$ cat config.mk
export PLATFORM = sky130hd
export DESIGN_NAME = write_buffer
export DESIGN_NICKNAME = d
export VERILOG_FILES = /design/src/include/wbuf_macros.svh /design/src/hw/wbuf_pkg.sv /design/src/hw/write_queue.sv /design/src/hw/write_buffer.sv
export SDC_FILE = /design/constraint.sdc
export NUM_CORES = 1
export LEC_CHECK = 0
export ABC_AREA = 0
export BUFFER_PORTS_ARGS = -buffer_cell sky130_fd_sc_hd__buf_2
export CELL_PAD_IN_SITES_DETAIL_PLACEMENT = 1
export CELL_PAD_IN_SITES_GLOBAL_PLACEMENT = 1
export CORE_ASPECT_RATIO = 0.6
export CORE_MARGIN = 3
export CORE_UTILIZATION = 44
export CTS_CLUSTER_SIZE = 14
export DETAILED_ROUTE_END_ITERATION = 8
export MAX_ROUTING_LAYER = met4
export PLACE_DENSITY_LB_ADDON = 0.1
export RECOVER_POWER = 25
export SETUP_SLACK_MARGIN = 0.15
export SLEW_MARGIN = 20
export SYNTH_ARGS = -nofsm -noshare
export SYNTH_HDL_FRONTEND = slang
export SYNTH_SLANG_ARGS = --single-unit
$ cat constraint.sdc
create_clock -name i_clock -period 12.4 [get_ports i_clock]
set_clock_uncertainty 0.2 [all_clocks]
set_input_delay 2.48 -clock i_clock [delete_from_list [all_inputs] [get_ports i_clock]]
set_output_delay 2.48 -clock i_clock [all_outputs]
set_load 0.005 [all_outputs]
$ cat src/include/wbuf_macros.svh
// Write buffer parameters
`ifndef WBUF_MACROS_SVH
`define WBUF_MACROS_SVH

// Number of posted writes the queue can hold
`define WBUF_DEPTH 8

// Reads wait for the queue to drain when set
`define WBUF_STALL_READ 1

// Word index width of the bus RAM, 256 words
`define RAM_ADDR_BITS 8

// Cycles from accepting a bus request to ready
`define RAM_LATENCY 2

`endif

$ cat src/hw/wbuf_pkg.sv
// Write buffer types
package wbuf_pkg;

	// Request from the host side, rw set for a write
	typedef struct packed {
		logic        rw;
		logic [31:0] address;
		logic [31:0] wdata;
	} host_req_t;

	// Request toward the memory bus
	typedef struct packed {
		logic        rw;
		logic [31:0] address;
		logic [31:0] wdata;
	} bus_req_t;

	// One posted write held in the queue
	typedef struct packed {
		logic [31:0] address;
		logic [31:0] data;
	} queue_entry_t;

endpackage

$ cat src/hw/write_queue.sv
// Posted write queue
`timescale 1ns/1ps

module write_queue #(
	parameter int DEPTH = 8
) (
	input  logic                  i_clock,
	input  logic                  i_rst,
	input  logic                  i_write,
	input  wbuf_pkg::queue_entry_t i_wdata,
	input  logic                  i_read,
	output wbuf_pkg::queue_entry_t o_rdata,
	output logic                  o_empty,
	output logic                  o_full
);
	import wbuf_pkg::*;

	localparam int PTR_BITS = (DEPTH > 1) ? $clog2(DEPTH) : 1;
	localparam int CNT_BITS = $clog2(DEPTH + 1);

	queue_entry_t mem [DEPTH];
	logic [PTR_BITS-1:0] wr_ptr;
	logic [PTR_BITS-1:0] rd_ptr;
	logic [CNT_BITS-1:0] count;
	logic push;
	logic pop;

	// Pointers wrap at DEPTH, which need not be a power of two
	function automatic logic [PTR_BITS-1:0] next_ptr(input logic [PTR_BITS-1:0] ptr);
		if (ptr == PTR_BITS'(DEPTH - 1))
			return '0;
		return ptr + 1'b1;
	endfunction

	assign push = i_write && !o_full;
	assign pop = i_read && !o_empty;

	assign o_empty = (count == '0);
	assign o_full = (count == CNT_BITS'(DEPTH));

	// Head entry is always visible
	assign o_rdata = mem[rd_ptr];

	always_ff @(posedge i_clock) begin
		if (i_rst) begin
			wr_ptr <= '0;
			rd_ptr <= '0;
			count <= '0;
		end else begin
			if (push)
				wr_ptr <= next_ptr(wr_ptr);
			if (pop)
				rd_ptr <= next_ptr(rd_ptr);
			// Push and pop together leave the count alone
			if (push && !pop)
				count <= count + 1'b1;
			else if (pop && !push)
				count <= count - 1'b1;
		end
	end

	always_ff @(posedge i_clock) begin
		if (push)
			mem[wr_ptr] <= i_wdata;
	end

endmodule

$ cat src/hw/write_buffer.sv
// Posted write buffer control
`timescale 1ns/1ps

module write_buffer #(
	parameter int DEPTH = 8,
	parameter bit STALL_READ = 1'b1
) (
	input  logic               i_clock,
	input  logic               i_rst,
	input  logic               i_request,
	input  wbuf_pkg::host_req_t i_req,
	output logic               o_ready,
	output logic [31:0]        o_rdata,
	output logic               o_empty,
	output logic               o_full,
	output logic               o_bus_request,
	output wbuf_pkg::bus_req_t  o_bus,
	input  logic               i_bus_ready,
	input  logic [31:0]        i_bus_rdata
);
	import wbuf_pkg::*;

	typedef enum logic [2:0] {
		st_idle,
		st_write_ack,
		st_bus_read,
		st_drain,
		st_terminate
	} state_t;

	state_t state;
	state_t next_state;

	logic wq_write;
	logic wq_read;
	queue_entry_t wq_wdata;
	queue_entry_t wq_rdata;
	logic wq_empty;
	logic wq_full;
	queue_entry_t drain_entry;
	logic stall_read;

	write_queue #(
		.DEPTH(DEPTH)
	) queue0 (
		.i_clock(i_clock),
		.i_rst(i_rst),
		.i_write(wq_write),
		.i_wdata(wq_wdata),
		.i_read(wq_read),
		.o_rdata(wq_rdata),
		.o_empty(wq_empty),
		.o_full(wq_full)
	);

	assign o_empty = wq_empty;
	assign o_full = wq_full;
	assign o_rdata = i_bus_rdata;

	// A read may not overtake queued writes
	assign stall_read = STALL_READ && !wq_empty;

	always_ff @(posedge i_clock) begin
		if (i_rst)
			state <= st_idle;
		else
			state <= next_state;
	end

	// Entry being drained, taken from the head as it is popped
	always_ff @(posedge i_clock) begin
		if (wq_read)
			drain_entry <= wq_rdata;
	end

	always_comb begin
		next_state = state;
		wq_write = 1'b0;
		wq_read = 1'b0;
		wq_wdata.address = i_req.address;
		wq_wdata.data = i_req.wdata;
		o_ready = 1'b0;
		o_bus_request = 1'b0;
		o_bus = '0;

		case (state)
			st_idle: begin
				// Host requests win over draining
				if (i_request && i_req.rw && !wq_full) begin
					wq_write = 1'b1;
					next_state = st_write_ack;
				end else if (i_request && !i_req.rw && !stall_read) begin
					o_bus_request = 1'b1;
					o_bus.address = i_req.address;
					next_state = st_bus_read;
				end else if (!wq_empty) begin
					wq_read = 1'b1;
					next_state = st_drain;
				end
			end

			st_write_ack: begin
				o_ready = 1'b1;
				if (!i_request)
					next_state = st_idle;
			end

			st_bus_read: begin
				// Follows the host so the RAM sees the request drop
				o_bus_request = i_request;
				o_bus.address = i_req.address;
				o_ready = i_bus_ready;
				if (!i_request)
					next_state = st_idle;
			end

			st_drain: begin
				o_bus_request = 1'b1;
				o_bus.rw = 1'b1;
				o_bus.address = drain_entry.address;
				o_bus.wdata = drain_entry.data;
				if (i_bus_ready)
					next_state = st_terminate;
			end

			// One cycle with the bus request low before the next access
			st_terminate: begin
				next_state = st_idle;
			end

			default: begin
				next_state = st_idle;
			end
		endcase
	end

endmodule

Word-level counts from Yosys, hierarchy flattened:

Memory sizes are Yosys's and may differ from the RTL's. A register that Yosys moved wholly into a read port is not among the register bits.
Index checks and enable logic that the tools add are counted.

* logic and storage cells: 71
* memory bits (writable): 512
* register bits after elaboration: 13
* memories: 1
* output and inout port bits: 101
* bits of input ports: 101

Memory list
* queue0.mem: words 8, width 64, read ports 1, clocked after Yosys merged registers in 1, wr ports 1, RTL line write_queue.sv:21 `queue_entry_t mem [DEPTH];`

* mux-type cells: 35
* reductions and logical operators: 18
* equal/unequal tests: 9
* add/sub/neg operators: 4

Operators with widths (count)
* 2-to-1 mux 32 bit: 3
* case mux 32 bit (3 select lines): 1
* 2-to-1 mux 3 bit: 9
* 2-to-1 mux 1 bit: 17
* case mux 3 bit (3 select lines): 1
* logical AND 1 bit: 8
* 2-to-1 mux 4 bit: 2
* adder 3 x 1 -> 3 bit (second input constant): 2
* == test 3 x 2 -> 1 bit (second input constant): 2
* == test 3 bit (second input constant): 2
* logical NOT 1 bit: 5
* adder 4 x 1 -> 4 bit (second input constant): 1
* == test 4 bit (second input constant): 1
* logical NOT 4 bit: 1
* inequality test 2 bit (second input constant): 2
* inequality test 4 bit (second input constant): 1
* subtractor 4 x 1 -> 4 bit (second input constant): 1
* == test 3 x 1 -> 1 bit (second input constant): 1
* logical NOT 3 bit: 1
* case mux 1 bit (3 select lines): 1
* AND reduction 3 bit: 1
* case mux 1 bit (2 select lines): 1
* nonzero test 2 bit: 1
* OR reduction 2 bit: 1

Depth between registers and ports, before layout:

* word-level depth: 10
* mapped depth: 11
* gate-level depth less buffers: 10

By module:

A second synthesis with hierarchy kept.

* cells, all modules: 1019
* area, all modules: 22851.9 um^2

By module, submodules not included
* write_queue: cells an instance 815, area each 19891.6 um^2, sequential area each 15635.0 um^2, instances 1
* write_buffer: cells an instance 204, area each 2960.3 um^2, sequential area each 1981.9 um^2, instances 1

Worst setup path after synthesis:

OpenSTA, ideal clock, no wires.

* path type: input to register
* from: in i_request
* to: mem queue0.mem[2][0] (netlist bit) (enable)
* buffers on the path: 1
* setup slack: 1.890 ns
* arrival: 9.643 ns
* cell stages on the path: 4
* library setup time: 0.667 ns
* required time: 11.533 ns
* path through: nand2_1 -> or3_1 -> buf_6 -> nor4b_1

* word-level cells in the longest chain between the ends: 7

Ends and longest elaborated chain
* start, declared: RTL line write_buffer.sv:10 `input logic i_request,`
* logical AND 1 bit (2 in series): RTL line write_buffer.sv:89 `if (i_request && i_req.rw && !wq_full) begin`
* 2-to-1 mux 1 bit: RTL line write_buffer.sv:89
* 2-to-1 mux 1 bit: RTL line write_buffer.sv:86 `case (state)`
* logical AND 1 bit: RTL line write_queue.sv:35 `assign push = i_write && !o_full;`
* 2-to-1 mux 1 bit: RTL line write_queue.sv:63 `if (push)`
* 2-to-1 mux 1 bit (not written as such): RTL line write_queue.sv:64 `mem[wr_ptr] <= i_wdata;`
* end, declared: RTL line write_queue.sv:21

No other way between the ends.

==> flow_summary.toml <==
[status]
outcome = "complete, but fails checks"
violations_in_the_final_reports = "capacitance limit, slew limit"

[detailed_routing]
routed_wl_mm = 50.4
per_cell_via_count_in_the_routed_design = 5.49
route.detailed.drc = 0
detail_route.first_pass.iterations = 4
dr.first_iter.drc_count = 789
wl_per_cell_um = 25.9
vias = 10700
final_antenna_violating_net_count = 0

[hold_path]
holdPathEnd = "queue0.count[2]"
hold_path.class = "register to register"
hold_path.startpoint = "queue0.count[2]"
whs_path_depth = 2

[floorplan]
io-pin-count = 202
die-area_mm2 = 0.0555
die_w_um = 302
initial_core_util = 0.449
rows = 64
chipHeight_um = 184
fp.coreArea_mm2 = 0.0515

[clock_tree]
ctsHoldBuffers = 0
clk_pin_slew_worst_paths_ps = 70
clock_tree_from_tritoncts = "built"
numCtsBuffers = 54
cts.htree.levels = 2
post_cts_buffers = 0
clock_root_buffer = "sky130_fd_sc_hd__clkbuf_16"
clock_latency_ps = 580
ctsResizeCount = 0
cts_buffer_depth = 3
cts.sinks = 589

[layout]
most-common-layout-cells = "sky130_fd_sc_hd__edfxtp_1, sky130_fd_sc_hd__mux4_2, sky130_fd_sc_hd__mux2_2, sky130_fd_sc_hd__buf_2"
finalInstanceArea_mm2 = 0.0261
drive_gt1_frac = 0.348
layout_commonest_cell = "sky130_fd_sc_hd__edfxtp_1"
final_net_count = 1319
syn_to_final_growth_pct = 12.9

[place]
buffer_ports.inserted = 137
gp_routability_congestion = 0.722
place_hpwl_mm = 26.4
preCtsSetupSlack_ps = 5600
detailed_place.area_mm2 = 0.0245

[pwr]
power.switching_uw = 1220
power.share.switching = 0.245
power_frac_comb = 0.162
total_leakage_power_uw = 0.00832
vdd_ir_drop_max_uv = 116
pwr_density_cell_mw_per_mm2 = 190
clockPowerShare = 0.331
internal_power_uw = 3740
pwr-share-seq = 0.508

[logic_synthesis]
post_synthesis_cell_area_mm2 = 0.0231
yosys_warnings = 0
synth_sequential_area_ratio = 0.759
synth_nets = 1193
synth_cell_type_count = 41
syn_avg_cell_area_um2 = 21.3
syn-instance-count = 1084
ys_seq_elements = 589

[critical_path]
startpoint_class_of_the_critical_path = "primary input"
worst_path_buffer_plus_inverter_count = 3
worst_r2r_path_depth = 6
critical_path.endpoint_type = "primary output"
path_delay_family = "simple AND/OR/NAND/NOR gates"
crit_slowest_cell = "sky130_fd_sc_hd__buf_4"
timing.critical_path.arrival_ps = 4100
r2r_start = "state[1]"
path_class = "primary input to primary output"
critical-path-max-stage-delay_ps = 460
critPathMostFrequentCell = "sky130_fd_sc_hd__buf_2"
setup_slack_on_the_worst_flop_to_flop_path_ps = 8250
r2r_end = "queue0.mem[7][9]"
timing.critical_path.required_ps = 9720
critical_path.cell_chain = "buf_2, nand2b_1, nor3_4, buf_4, a22oi_1, nor2_1, buf_2"
crit_path_max_fanout = 27

[timing]
unrepaired_setup_endpoints_after_global_routing = "no"
worst_slew_margin = -0.183
worst_slack_ps = 5620
fin_crit_sh = 0.546
final.setup.tns_ps = 0
achievable-frequency_mhz = 148
finalHoldViolCount = 0
finalSetupViolCount = 0
hold_ws_ps = 375
pin_slew_with_the_least_headroom_to_its_limit_ps = 1770
period_minus_slack_ps = 6780
maxSlewViolCount = 26

[job]
maxCapViolCount = 1

[grt]
grt_use_total = 0.191
antenna_violations_before_repair = 0
grt_max_degree = 107
grt_first_pass_wirelength_mm = 76.4
overflow = 0
grt_pass1_vias = 11800
[power by group through the flow]
stage	Clock, uW	Combinational [uW]	Sequential [uW]
after global placement	0	815	2560
after CTS	1690	827	2520
after floorplan	0	616	2490
after global routing	1770	887	2540
final	1640	802	2520
after detailed placement	0	823	2560
[layer usage]
metal | global-route usage | share of wire | routed length [um] | up-vias
met3 | 0.0313 | 0.031 | 1590 | 62
met4 | 0.0323 | 0.013 | 656 | 0
met2 | 0.305 | 0.49 | 24700 | 166
li1 | - | - | - | 4674
met1 | 0.265 | 0.47 | 23400 | 5776
met5 | - | 0 | 0 | -
[synthesized netlist by cell type (all sizes together)]
master    n  share of area
mux2     97          0.047
nand2    12         0.0019
nand3b    1        0.00032
buf      57          0.016
nor4      2        0.00054
or3       4         0.0011
o31ai     1        0.00032
a21oi     8         0.0017
nor3b     2        0.00065
mux4    128           0.12
nor3      4         0.0014
edfxtp  576           0.75
fa        1        0.00087
clkbuf   33         0.0054
o21ai     2        0.00043
nor4b     3         0.0014
inv       5        0.00081
or4       1        0.00032
o211ai    1        0.00032
nor4bb    1        0.00043
nand3     1        0.00022
xnor2     1        0.00038
mux2i     5         0.0022
ha        7         0.0038
a31oi     1        0.00027
xor2      1        0.00038
or2       1        0.00027
nand2b    3        0.00081
and2     32         0.0087
nor2b     1        0.00027
a211oi    2        0.00065
a22oi    32          0.010
dfxtp    13          0.011
nor2     44         0.0071
a41oi     1        0.00038
[sequential cells by signal (all words and copies together) (netlist names)]
name / count
queue0.mem: 512
drain_entry: 64
queue0.count: 4
queue0.rd_ptr: 3
queue0.wr_ptr: 3
state: 3
[how the worst max path moves through the flow]
stage	startpoint	to	slack [ps]	depth (start not counted)
after floorplan	i_request	queue0.mem[2][0]	1890	4
after global placement	i_req[64]	o_bus[34]	5670	7
after detailed placement	i_req[64]	o_bus[45]	5600	7
after CTS	i_req[64]	o_bus[45]	5600	7
after global routing	i_req[64]	o_bus[42]	5490	7
final	i_req[64]	o_bus[42]	5620	7
[tightest hold or removal path, cell delays in order (launching register included)]
cell and delay (ps):
sky130_fd_sc_hd__dfxtp_1 350, sky130_fd_sc_hd__a21oi_1 140, sky130_fd_sc_hd__nor2_1 50
[metrics by stage]
step	util	total power [uW]	std cells
after CTS	0.508	5040	1944
after global placement	0.475	3370	1847
final	0.507	4960	1945
after floorplan	-	3110	1084
after detailed placement	0.475	3390	1847
after global routing	0.507	5200	1944
[cell families (layout without fill, tap and decap cells)]
family | count (synthesis) | count (layout) | share of synthesized area
buffers and inverters | 95 | 262 | 0.0218
adders and majority gates | 8 | 8 | 0.00465
other | 0 | 1 | 0
DFF | 589 | 589 | 0.759
muxes | 230 | 230 | 0.174
and+or+nand+nor | 112 | 112 | 0.0254
xor gates and xnor gates | 2 | 2 | 0.000757
AOI/OAI and AO/OA | 48 | 48 | 0.0145
[layout make-up]
class / instances / area (um2)
multi-input combinational: 400 / 5120
inverter: 5 / 20.0
clock buffer: 67 / 1420
timing repair buffer: 160 / 817
tap: 693 / 867
clock inverter: 30 / 294
sequential: 589 / 17600
antenna: 1 / 2.50
fill: 4572 / 25400
Power figures use the tool's default switching activity.
